<file path="src/cr_map_pkg.sv">
package cr_map_pkg;

	// Index field width, as carried in an access
	localparam int CR_INDEX_WIDTH = 5;

	// Width of every register value and saved PC
	localparam int CR_DATA_WIDTH = 32;

	// Control register indices
	// Indices not listed here read as zero and ignore writes
	typedef enum logic [CR_INDEX_WIDTH-1:0]
	{
		CR_STRAND_ID = 5'd0,
		CR_EXCEPTION_HANDLER = 5'd1,
		CR_FAULT_ADDRESS = 5'd2,
		CR_HALT_STRAND = 5'd29,
		CR_STRAND_ENABLE = 5'd30,
		CR_HALT = 5'd31
	} cr_index_e;

	// Enable mask after reset
	// Only strand 0 runs, the others wait to be started
	localparam logic [CR_DATA_WIDTH-1:0] CR_STRAND_ENABLE_RESET = 32'h0000_0001;

	// Handler address after reset
	localparam logic [CR_DATA_WIDTH-1:0] CR_HANDLER_RESET = '0;

	// Saved fault PC after reset
	localparam logic [CR_DATA_WIDTH-1:0] CR_FAULT_PC_RESET = '0;

endpackage

</file>
<file path="src/cr_bus_pkg.sv">
package cr_bus_pkg;

	import cr_map_pkg::*;

	// Field widths of core and strand numbers on the bus
	localparam int CR_CORE_WIDTH = 8;
	localparam int CR_STRAND_WIDTH = 8;

	// Access opcode
	// One opcode per request, so read and write never overlap
	typedef enum logic [1:0]
	{
		CR_OP_NONE = 2'd0,
		CR_OP_READ = 2'd1,
		CR_OP_WRITE = 2'd2
	} cr_op_e;

	// Register access from the host side, 55 bits
	typedef struct packed
	{
		cr_op_e op;
		logic [CR_CORE_WIDTH-1:0] core;
		logic [CR_STRAND_WIDTH-1:0] strand;
		cr_index_e index;
		logic [CR_DATA_WIDTH-1:0] write_value;
	} cr_request_t;

	// Fault report from writeback, 49 bits
	typedef struct packed
	{
		logic valid;
		logic [CR_CORE_WIDTH-1:0] core;
		logic [CR_STRAND_WIDTH-1:0] strand;
		logic [CR_DATA_WIDTH-1:0] pc;
	} cr_fault_t;

endpackage

</file>
<file path="src/control_registers.sv">
`timescale 1ns/1ns

module control_registers
	import cr_map_pkg::*;
	import cr_bus_pkg::*;
	#(
	parameter CORE_ID = 0,
	parameter STRANDS_PER_CORE = 4
	)
	(
	input logic clk,
	input logic reset,
	// Registered access, qualified by select
	input cr_request_t access,
	input logic select,
	// Registered fault, qualified by fault_select
	input cr_fault_t fault,
	input logic fault_select,
	output logic [STRANDS_PER_CORE-1:0] strand_enable,
	output logic [CR_DATA_WIDTH-1:0] read_value
	);

	localparam int STRAND_INDEX_WIDTH = STRANDS_PER_CORE > 1 ? $clog2(STRANDS_PER_CORE) : 1;

	logic [CR_DATA_WIDTH-1:0] exception_handler;
	logic [CR_DATA_WIDTH-1:0] saved_fault_pc [STRANDS_PER_CORE];

	logic [STRAND_INDEX_WIDTH-1:0] strand_index;
	logic [STRAND_INDEX_WIDTH-1:0] fault_strand;
	logic strand_valid;
	logic fault_strand_valid;
	logic [CR_DATA_WIDTH-1:0] strand_fault_pc;
	logic [CR_DATA_WIDTH-1:0] strand_id;
	logic write_en;

	assign strand_index = access.strand[STRAND_INDEX_WIDTH-1:0];
	assign fault_strand = fault.strand[STRAND_INDEX_WIDTH-1:0];

	// Guard for strand counts that are not a power of two
	assign strand_valid = int'(strand_index) < STRANDS_PER_CORE;
	assign fault_strand_valid = int'(fault_strand) < STRANDS_PER_CORE;

	// Saved PC of the strand doing the access
	assign strand_fault_pc = strand_valid ? saved_fault_pc[strand_index] : '0;

	// Core number sits directly above the strand index
	assign strand_id = (CR_DATA_WIDTH'(CORE_ID) << STRAND_INDEX_WIDTH)
		| CR_DATA_WIDTH'(strand_index);

	assign write_en = select && access.op == CR_OP_WRITE;

	// Read mux, the collector picks which bank counts
	always_comb
	begin
		case (access.index)
			CR_STRAND_ID:
				read_value = strand_id;
			CR_EXCEPTION_HANDLER:
				read_value = exception_handler;
			CR_FAULT_ADDRESS:
				read_value = strand_fault_pc;
			CR_STRAND_ENABLE:
				read_value = CR_DATA_WIDTH'(strand_enable);
			default:
				read_value = '0;
		endcase
	end

	always_ff @(posedge clk, posedge reset)
	begin
		if (reset)
		begin
			strand_enable <= CR_STRAND_ENABLE_RESET[STRANDS_PER_CORE-1:0];
			exception_handler <= CR_HANDLER_RESET;
			for (int i = 0; i < STRANDS_PER_CORE; i++)
				saved_fault_pc[i] <= CR_FAULT_PC_RESET;
		end
		else
		begin
			// Register writes, unknown indices fall through untouched
			if (write_en)
			begin
				case (access.index)
					CR_HALT_STRAND:
						strand_enable <= strand_enable
							& ~(STRANDS_PER_CORE'(1) << strand_index);
					CR_EXCEPTION_HANDLER:
						exception_handler <= access.write_value;
					CR_STRAND_ENABLE:
						strand_enable <= access.write_value[STRANDS_PER_CORE-1:0];
					CR_HALT:
						strand_enable <= '0;
					default:
						;
				endcase
			end

			// Latch the faulting PC, independent of any write this cycle
			if (fault_select && fault.valid && fault_strand_valid)
				saved_fault_pc[fault_strand] <= fault.pc;
		end
	end

endmodule

</file>
<file path="src/cr_request_router.sv">
`timescale 1ns/1ns

module cr_request_router
	import cr_bus_pkg::*;
	#(
	parameter NUM_CORES = 4,
	parameter STRANDS_PER_CORE = 4
	)
	(
	input logic clk,
	input logic reset,
	input cr_request_t request,
	input cr_fault_t fault,
	output cr_request_t access,
	output logic [NUM_CORES-1:0] select,
	output cr_fault_t fault_q,
	output logic [NUM_CORES-1:0] fault_select,
	output logic read_pending,
	output logic [NUM_CORES-1:0] read_select,
	output logic bad_core
	);

	// At least one bit even for a single strand
	localparam int STRAND_INDEX_WIDTH = STRANDS_PER_CORE > 1 ? $clog2(STRANDS_PER_CORE) : 1;

	cr_request_t request_clean;
	cr_fault_t fault_clean;
	logic request_active;
	logic [NUM_CORES-1:0] request_decode;
	logic [NUM_CORES-1:0] fault_decode;

	assign request_active = request.op != CR_OP_NONE;

	// One-hot core decode
	// Out of range core numbers match no bit and leave the vector empty
	always_comb
	begin
		for (int i = 0; i < NUM_CORES; i++)
		begin
			request_decode[i] = request_active && int'(request.core) == i;
			fault_decode[i] = fault.valid && int'(fault.core) == i;
		end
	end

	// Strand numbers trimmed to the bits a bank actually decodes
	always_comb
	begin
		request_clean = request;
		request_clean.strand = CR_STRAND_WIDTH'(request.strand[STRAND_INDEX_WIDTH-1:0]);
		fault_clean = fault;
		fault_clean.strand = CR_STRAND_WIDTH'(fault.strand[STRAND_INDEX_WIDTH-1:0]);
		// Drop a fault that has no target core
		fault_clean.valid = fault.valid && |fault_decode;
	end

	always_ff @(posedge clk, posedge reset)
	begin
		if (reset)
		begin
			access <= '0;
			select <= '0;
			fault_q <= '0;
			fault_select <= '0;
			read_pending <= 1'b0;
			read_select <= '0;
			bad_core <= 1'b0;
		end
		else
		begin
			access <= request_clean;
			select <= request_decode;
			fault_q <= fault_clean;
			fault_select <= fault_decode;
			// A read to a missing core still returns, with zero data
			read_pending <= request.op == CR_OP_READ;
			read_select <= request.op == CR_OP_READ ? request_decode : '0;
			// Any access or fault whose core matched nothing
			bad_core <= (request_active && !(|request_decode))
				|| (fault.valid && !(|fault_decode));
		end
	end

endmodule

</file>
<file path="src/cr_response_collector.sv">
`timescale 1ns/1ns

module cr_response_collector
	import cr_map_pkg::*;
	#(
	parameter NUM_CORES = 4,
	parameter STRANDS_PER_CORE = 4
	)
	(
	input logic clk,
	input logic reset,
	// From the router, one cycle after the request
	input logic read_pending,
	input logic [NUM_CORES-1:0] read_select,
	// One word and one mask per bank
	input logic [NUM_CORES-1:0][CR_DATA_WIDTH-1:0] read_values,
	input logic [NUM_CORES-1:0][STRANDS_PER_CORE-1:0] core_enables,
	output logic read_valid,
	output logic [CR_DATA_WIDTH-1:0] read_data,
	output logic [NUM_CORES-1:0][STRANDS_PER_CORE-1:0] strand_enable,
	output logic all_halted
	);

	logic [CR_DATA_WIDTH-1:0] read_merge;

	// AND-OR mux over the banks
	// Empty select, as for a bad core, gives zero
	always_comb
	begin
		read_merge = '0;
		for (int i = 0; i < NUM_CORES; i++)
		begin
			if (read_select[i])
				read_merge = read_merge | read_values[i];
		end
	end

	// Return strobe, one cycle per read
	always_ff @(posedge clk, posedge reset)
	begin
		if (reset)
			read_valid <= 1'b0;
		else
			read_valid <= read_pending;
	end

	// Read data, held between reads
	always_ff @(posedge clk)
	begin
		if (read_pending)
			read_data <= read_merge;
	end

	// Masks of all banks side by side
	assign strand_enable = core_enables;

	// Halted means no strand is enabled on any core
	assign all_halted = ~|core_enables;

endmodule

</file>
<file path="src/cr_subsystem.sv">
`timescale 1ns/1ns

module cr_subsystem
	import cr_map_pkg::*;
	import cr_bus_pkg::*;
	#(
	parameter NUM_CORES = 4,
	parameter STRANDS_PER_CORE = 4
	)
	(
	input logic clk,
	input logic reset,
	input cr_request_t request,
	input cr_fault_t fault,
	output logic read_valid,
	output logic [CR_DATA_WIDTH-1:0] read_data,
	output logic bad_core,
	output logic [NUM_CORES-1:0][STRANDS_PER_CORE-1:0] strand_enable,
	output logic all_halted
	);

	// Router to banks
	cr_request_t access;
	logic [NUM_CORES-1:0] select;
	cr_fault_t fault_q;
	logic [NUM_CORES-1:0] fault_select;

	// Router to collector
	logic read_pending;
	logic [NUM_CORES-1:0] read_select;

	// Banks to collector
	logic [NUM_CORES-1:0][CR_DATA_WIDTH-1:0] read_values;
	logic [NUM_CORES-1:0][STRANDS_PER_CORE-1:0] core_enables;

	cr_request_router #(
		.NUM_CORES(NUM_CORES),
		.STRANDS_PER_CORE(STRANDS_PER_CORE)
	) router_i (
		.clk(clk),
		.reset(reset),
		.request(request),
		.fault(fault),
		.access(access),
		.select(select),
		.fault_q(fault_q),
		.fault_select(fault_select),
		.read_pending(read_pending),
		.read_select(read_select),
		.bad_core(bad_core)
	);

	// One bank per core, numbered by the loop index
	for (genvar i = 0; i < NUM_CORES; i++)
	begin : gen_core
		control_registers #(
			.CORE_ID(i),
			.STRANDS_PER_CORE(STRANDS_PER_CORE)
		) bank_i (
			.clk(clk),
			.reset(reset),
			.access(access),
			.select(select[i]),
			.fault(fault_q),
			.fault_select(fault_select[i]),
			.strand_enable(core_enables[i]),
			.read_value(read_values[i])
		);
	end

	cr_response_collector #(
		.NUM_CORES(NUM_CORES),
		.STRANDS_PER_CORE(STRANDS_PER_CORE)
	) collector_i (
		.clk(clk),
		.reset(reset),
		.read_pending(read_pending),
		.read_select(read_select),
		.read_values(read_values),
		.core_enables(core_enables),
		.read_valid(read_valid),
		.read_data(read_data),
		.strand_enable(strand_enable),
		.all_halted(all_halted)
	);

endmodule
</file>
<file path="config.mk">
export PLATFORM = sky130hd
export DESIGN_NAME = cr_subsystem
export DESIGN_NICKNAME = d
export VERILOG_FILES = /design/src/cr_map_pkg.sv /design/src/cr_bus_pkg.sv /design/src/control_registers.sv /design/src/cr_request_router.sv /design/src/cr_response_collector.sv /design/src/cr_subsystem.sv
export SDC_FILE = /design/constraint.sdc
export NUM_CORES = 1
export LEC_CHECK = 0
export ABC_AREA = 1
export BUFFER_PORTS_ARGS = -buffer_cell sky130_fd_sc_hd__buf_2
export CAP_MARGIN = 15
export CORE_MARGIN = 10
export CORE_UTILIZATION = 42
export CTS_CLUSTER_SIZE = 40
export DETAILED_ROUTE_END_ITERATION = 8
export PLACE_DENSITY_LB_ADDON = 0.08
export SYNTH_ARGS = -nofsm -noshare
export SYNTH_HDL_FRONTEND = slang
export SYNTH_SLANG_ARGS = --single-unit
</file>
<file path="constraint.sdc">
create_clock -name clk -period 59.1 [get_ports clk]
set_clock_uncertainty 0.05 [all_clocks]
set_input_delay 8.865 -clock clk [delete_from_list [all_inputs] [get_ports clk]]
set_output_delay 8.865 -clock clk [all_outputs]
set_load 0.05 [all_outputs]
</file>
; ---- Yosys cells after proc, flatten, opt, wreduce, memory -nomap -nowiden
; Cells that the tools add are included.
[classes]
shift = 1
muxes = 31
n_bitwise = 10
order_cmp = 3
reduce_logical = 40
n_eq_ne = 13
[ops]
columns = cell, count
row1 = $bwmux W128, 4
row2 = $pmux W32 S4, 4
row3 = $mux W32, 13
row4 = $bmux W32 S2, 4
row5 = $or A32 B32 Y32, 3
row6 = $demux W32 S2, 1
row7 = $pmux W4 S3, 4
row8 = $eq A8 B3 Y1 const B, 4
row9 = $logic_and A1 B1 Y1, 20
row10 = $and A4 B4 Y4, 4
row11 = $eq A8 B2 Y1 const B, 2
row12 = $logic_not A8 Y1, 2
row13 = $reduce_and A2 Y1, 8
row14 = $reduce_or A16 Y1, 1
row15 = $eq A5 B5 Y1 const B, 3
row16 = $reduce_or A4 Y1, 2
row17 = $ge A3 B3 Y1 const B, 2
row18 = $not A2 Y3, 2
row19 = $eq A5 B1 Y1 const B, 1
row20 = $eq A5 B2 Y1 const B, 1
row21 = $logic_not A5 Y1, 1
row22 = $mux W4, 1
row23 = $not A4 Y4, 1
row24 = $shl A1 B2 Y4 const A, 1
row25 = 7 further kinds, 9
[word_totals]
in_bits = 106
out_inout_bits = 51
word_cells = 136
register_bits = 779

; ---- Logic depth before layout (Yosys ltp)
[depth]
word_depth = 12
depth_mapped = 11
mapped_depth_nobuf = 9

; ---- Hierarchy
; Synthesis repeated with hierarchy kept, for this count alone.
[unflattened]
hier_cells = 4229
hier_area_um2 = 35162.5
[by_module_without_submodules]
columns = mod, seq_area_each_um2, cells_per_inst, n_inst, area_per_inst_um2
row1 = control_registers (gen_core[2].bank_i), 4105.2, 953, 1, 7583.5
row2 = control_registers (gen_core[3].bank_i), 4105.2, 956, 1, 7576.0
row3 = control_registers (gen_core[1].bank_i), 4105.2, 954, 1, 7524.7
row4 = control_registers (gen_core[0].bank_i), 4105.2, 951, 1, 7523.5
row5 = cr_request_router, 2652.5, 166, 1, 2960.3
row6 = cr_response_collector, 985.9, 249, 1, 1994.4

; ---- Worst setup path after synthesis
; OpenSTA, ideal clock, no wires.
[synth_timing]
path_kind = reg2out
startpoint = register gen_core[3].bank_i.strand_enable[1]
endpoint = output all_halted
n_path_buf = 0
t_required_ps = 50185
slack_ps = 48149
path_stages_with_launch = 4
t_arrival_ps = 2036
cell_sequence = dfrtp_1 nor4_1 nand2_1 nor3_1
[synth_via]
elab_chain_len = 2
[synth_lines]
columns = item, line
row1 = from (decl), control_registers.sv:19  ; output logic [STRANDS_PER_CORE-1:0] strand_enable,
row2 = from (signal assigned), control_registers.sv:73  ; strand_enable <= CR_STRAND_ENABLE_RESET[STRANDS_PER_CORE-1:0];
row3 = from (signal assigned), control_registers.sv:85  ; strand_enable <= strand_enable
row4 = from (signal assigned), control_registers.sv:90  ; strand_enable <= access.write_value[STRANDS_PER_CORE-1:0];
row5 = $reduce_or A16 Y1, cr_response_collector.sv:58  ; assign all_halted = ~|core_enables;
row6 = $logic_not A1 Y1, cr_response_collector.sv:58
row7 = to (decl), cr_subsystem.sv:19  ; output logic all_halted
; No other way between the ends.

; ---- Final worst setup path
; Same ends and word-level chain as after synthesis.

==> results.sh <==
export IMPL_status="complete, no violations"
export IMPL_yosys_warnings=0
export IMPL_cp_cell_sequence="nor4_1, nand2_1, nor3_1, buf_2"
export IMPL_switching_share_pct=22.3
export IMPL_syn_avg_cell_area_sq_um=8.83
export IMPL_synth_cells=3660
export IMPL_clk_path_buf_depth=3
export IMPL_track_usage_pct=21.8
export IMPL_peakVddDrop_mv=0.0233
export IMPL_critPathKind="register to primary output"
export IMPL_clk_latency_ns=0.63
export IMPL_grt_pass1_wl_um=152000
export IMPL_r2r_slack_ns=54.41
export IMPL_netlist_area_sq_um=32300
export IMPL_seqPwrFrac_pct=48.0
export IMPL_initial_utilization_pct=42.5
export IMPL_power_frac_comb_pct=3.2
export IMPL_r2r_worst_path_cells=10
export IMPL_detail_route_antenna_nets=0
export IMPL_end_kind="primary output"
export IMPL_cts_setup_buffers=0
export IMPL_max_freq_mhz=92.1
export IMPL_hold_class="register to register"
export IMPL_final_nets=3784
export IMPL_antenna_found_initial=1
export IMPL_max_stage_delay_ns=0.42
export IMPL_switchingPower_mw=0.252
export IMPL_fin_crit_sh_pct=18.4
export IMPL_gp_congestion=0.801
export IMPL_root_buffer="clkbuf_16"
export IMPL_drtPass1Iterations=6
export IMPL_area_delta_synth_final_pct=13.4
export IMPL_hold_viol=0
export IMPL_cp_required_ns=50.19
export IMPL_rows=101
export IMPL_startpoint="gen_core[3].bank_i.strand_enable[1]$_DFFE_PP0P_"
export IMPL_grt_max_degree=151
export IMPL_htreeDepth=3
export IMPL_arrival_ns=1.95
export IMPL_overflow=0
export IMPL_ys_seq_elements=779
export IMPL_clk_pin_slew_ns=0.06
export IMPL_cp_endpoint="all_halted"
export IMPL_leakagePower_nw=17.2
export IMPL_fin_setup_tns_ns=0
export IMPL_grt_pass1_vias=25700
export IMPL_fp_dieArea_sq_um=88400
export IMPL_hpwl_um=57300
export IMPL_totalPowerFinal_mw=1.13
export IMPL_final_cell_mix="nand2_1 (1,217), dfrtp_1 (740), o21ai_0 (575), nor2_1 (193), a21oi_1 (156)"
export IMPL_drv_cap=0
export IMPL_synth_cell_types=28
export IMPL_period_minus_slack_ns=10.86
export IMPL_vias_per_cell=5.38
export IMPL_power_density_nw_per_um2=30.9
export IMPL_clkPwrFrac_pct=48.8
export IMPL_rsz0062_at_grt="no"
export IMPL_slew_viol_final=0
export IMPL_core_sq_um=76100
export IMPL_cts_resized=0
export IMPL_drive_gt1_share_pct=9.57
export IMPL_cell_internal_pwr_mw=0.879
export IMPL_met1_length_um=41200
export IMPL_routed_top_layer="met5"
export IMPL_die_w_um=297
export IMPL_critical_path_slowest_cell="dfrtp_1"
export IMPL_slew_headroom_pct=26.2
export IMPL_cp_max_fo=4
export IMPL_tightest_slew_ns=1.11
export IMPL_post_drt_wl_per_cell_um=20.6
export IMPL_cts_tree="built"
export IMPL_mostFrequentLayoutCell="nand2_1"
export IMPL_post_route_drc_count=0
export IMPL_vias=25700
export IMPL_holdBufCountCts=0
export IMPL_wl_met2_um=48900
export IMPL_totalWireLength_um=98300
export IMPL_die_y_um=297
export IMPL_cts_sinks=779
export IMPL_yosysSeqAreaShare_pct=60.8
export IMPL_io_pins=157
export IMPL_diodes=0
export IMPL_numCtsBuffers=86
export IMPL_setup_worst_path_start_class="register"
export IMPL_final_setup_viol_count=0
export IMPL_timing_rr_end="collector_i.read_data[15]$_DFFE_PP_"
export IMPL_met3WireLength_um=4910
export IMPL_synth_fp_nets=3766
export IMPL_worstReg2RegStart="router_i.access[38]$_DFF_PP0_"
export IMPL_port_buffer_count=144
export IMPL_drt_initial_drc_count=2194
[cell usage after synthesis, drive strengths merged]
cell | number | area [sq um]
edfxtp | 32 | 961
o211ai | 2 | 15.0
nand2 | 1234 | 4640
dfstp | 4 | 105
buf | 71 | 374
nor2 | 203 | 795
nor4 | 9 | 56.3
nand4 | 44 | 275
clkinv | 1 | 3.75
clkbuf | 178 | 668
inv | 158 | 593
dfrtp | 743 | 18600
a21oi | 156 | 781
a22oi | 112 | 841
a31oi | 28 | 175
nor3 | 8 | 40.0
nand3b | 2 | 15.0
o21ai | 601 | 3010
nand3 | 74 | 375
[power groups by stage]
stage,Sequential [mW],Combinational (mW),Clock (mW)
global route,0.543,0.0408,0.588
detailed placement,0.553,0.0374,0
global placement,0.553,0.0366,0
finish,0.543,0.0367,0.552
CTS,0.543,0.0374,0.563
floorplan,0.555,0.0197,0
[sequential cells by signal (all words and copies together) (netlist names)]
name and count:
gen_core.bank_i.saved_fault_pc 512, gen_core.bank_i.exception_handler 128, router_i.access 41, router_i.fault_q 35, collector_i.read_data 32, gen_core.bank_i.strand_enable 16, router_i.fault_select 4, router_i.read_select 4
router_i.select 4, collector_i.read_valid 1, router_i.bad_core 1, router_i.read_pending 1
[worst min path at each step]
stage	slack, ns	depth (start not counted)	end	startpoint
detailed placement	0.42	2	gen_core[3].bank_i.saved_fault_pc[120]$_DFFE_PP0P_	gen_core[3].bank_i.saved_fault_pc[120]$_DFFE_PP0P_
floorplan	0.40	2	gen_core[0].bank_i.exception_handler[12]$_DFFE_PP0P_	gen_core[0].bank_i.exception_handler[12]$_DFFE_PP0P_
global placement	0.42	2	gen_core[0].bank_i.exception_handler[5]$_DFFE_PP0P_	gen_core[0].bank_i.exception_handler[5]$_DFFE_PP0P_
global route	0.45	2	gen_core[2].bank_i.saved_fault_pc[43]$_DFFE_PP0P_	gen_core[2].bank_i.saved_fault_pc[43]$_DFFE_PP0P_
finish	0.43	2	gen_core[2].bank_i.saved_fault_pc[68]$_DFFE_PP0P_	gen_core[2].bank_i.saved_fault_pc[68]$_DFFE_PP0P_
CTS	0.44	2	gen_core[3].bank_i.saved_fault_pc[36]$_DFFE_PP0P_	gen_core[3].bank_i.saved_fault_pc[36]$_DFFE_PP0P_
[metrics by stage]
stage	setup WS [ns]	hold slack (ns)	instance area [sq um]	cells	util, %
global route	47.87	0.447	36600	4782	48.2
detailed placement	47.24	0.423	33700	4619	44.3
floorplan	29.23	0.403	32300	3660	-
finish	48.24	0.435	36600	4782	48.2
CTS	47.91	0.436	36600	4781	48.1
global placement	47.38	0.416	33700	4619	44.3
[cell type report]
type / instances / area [sq um]
inverters: 159 / 607
multi-input cells: 2473 / 11100
flip-flops and latches: 779 / 19700
clock buffers: 126 / 2550
repair buffers: 179 / 1020
clock inverters: 36 / 394
well taps: 1030 / 1290
fillers: 7244 / 39400
[kinds of logic after synthesis]
family          after synthesis  share of synthesized area (%)
buf+inv                     408                           5.07
flops                       779                           60.8
simple gates               1574                           19.2
compound gates              899                           14.9
[worst max-delay path: cells and delay by family (launching register included)]
kind	cells	cell delay, ns
and+or+nand+nor	3	0.61
DFF	1	0.42
buffers and inverters	1	0.30
[layer usage]
metal	up-vias	GRT usage (%)
met5	-	0
met4	2	7.73
met3	148	2.68
met2	763	37.8
met1	12800	27.9
li1	12000	-
No activity file was read; power rests on OpenSTA's default activity.
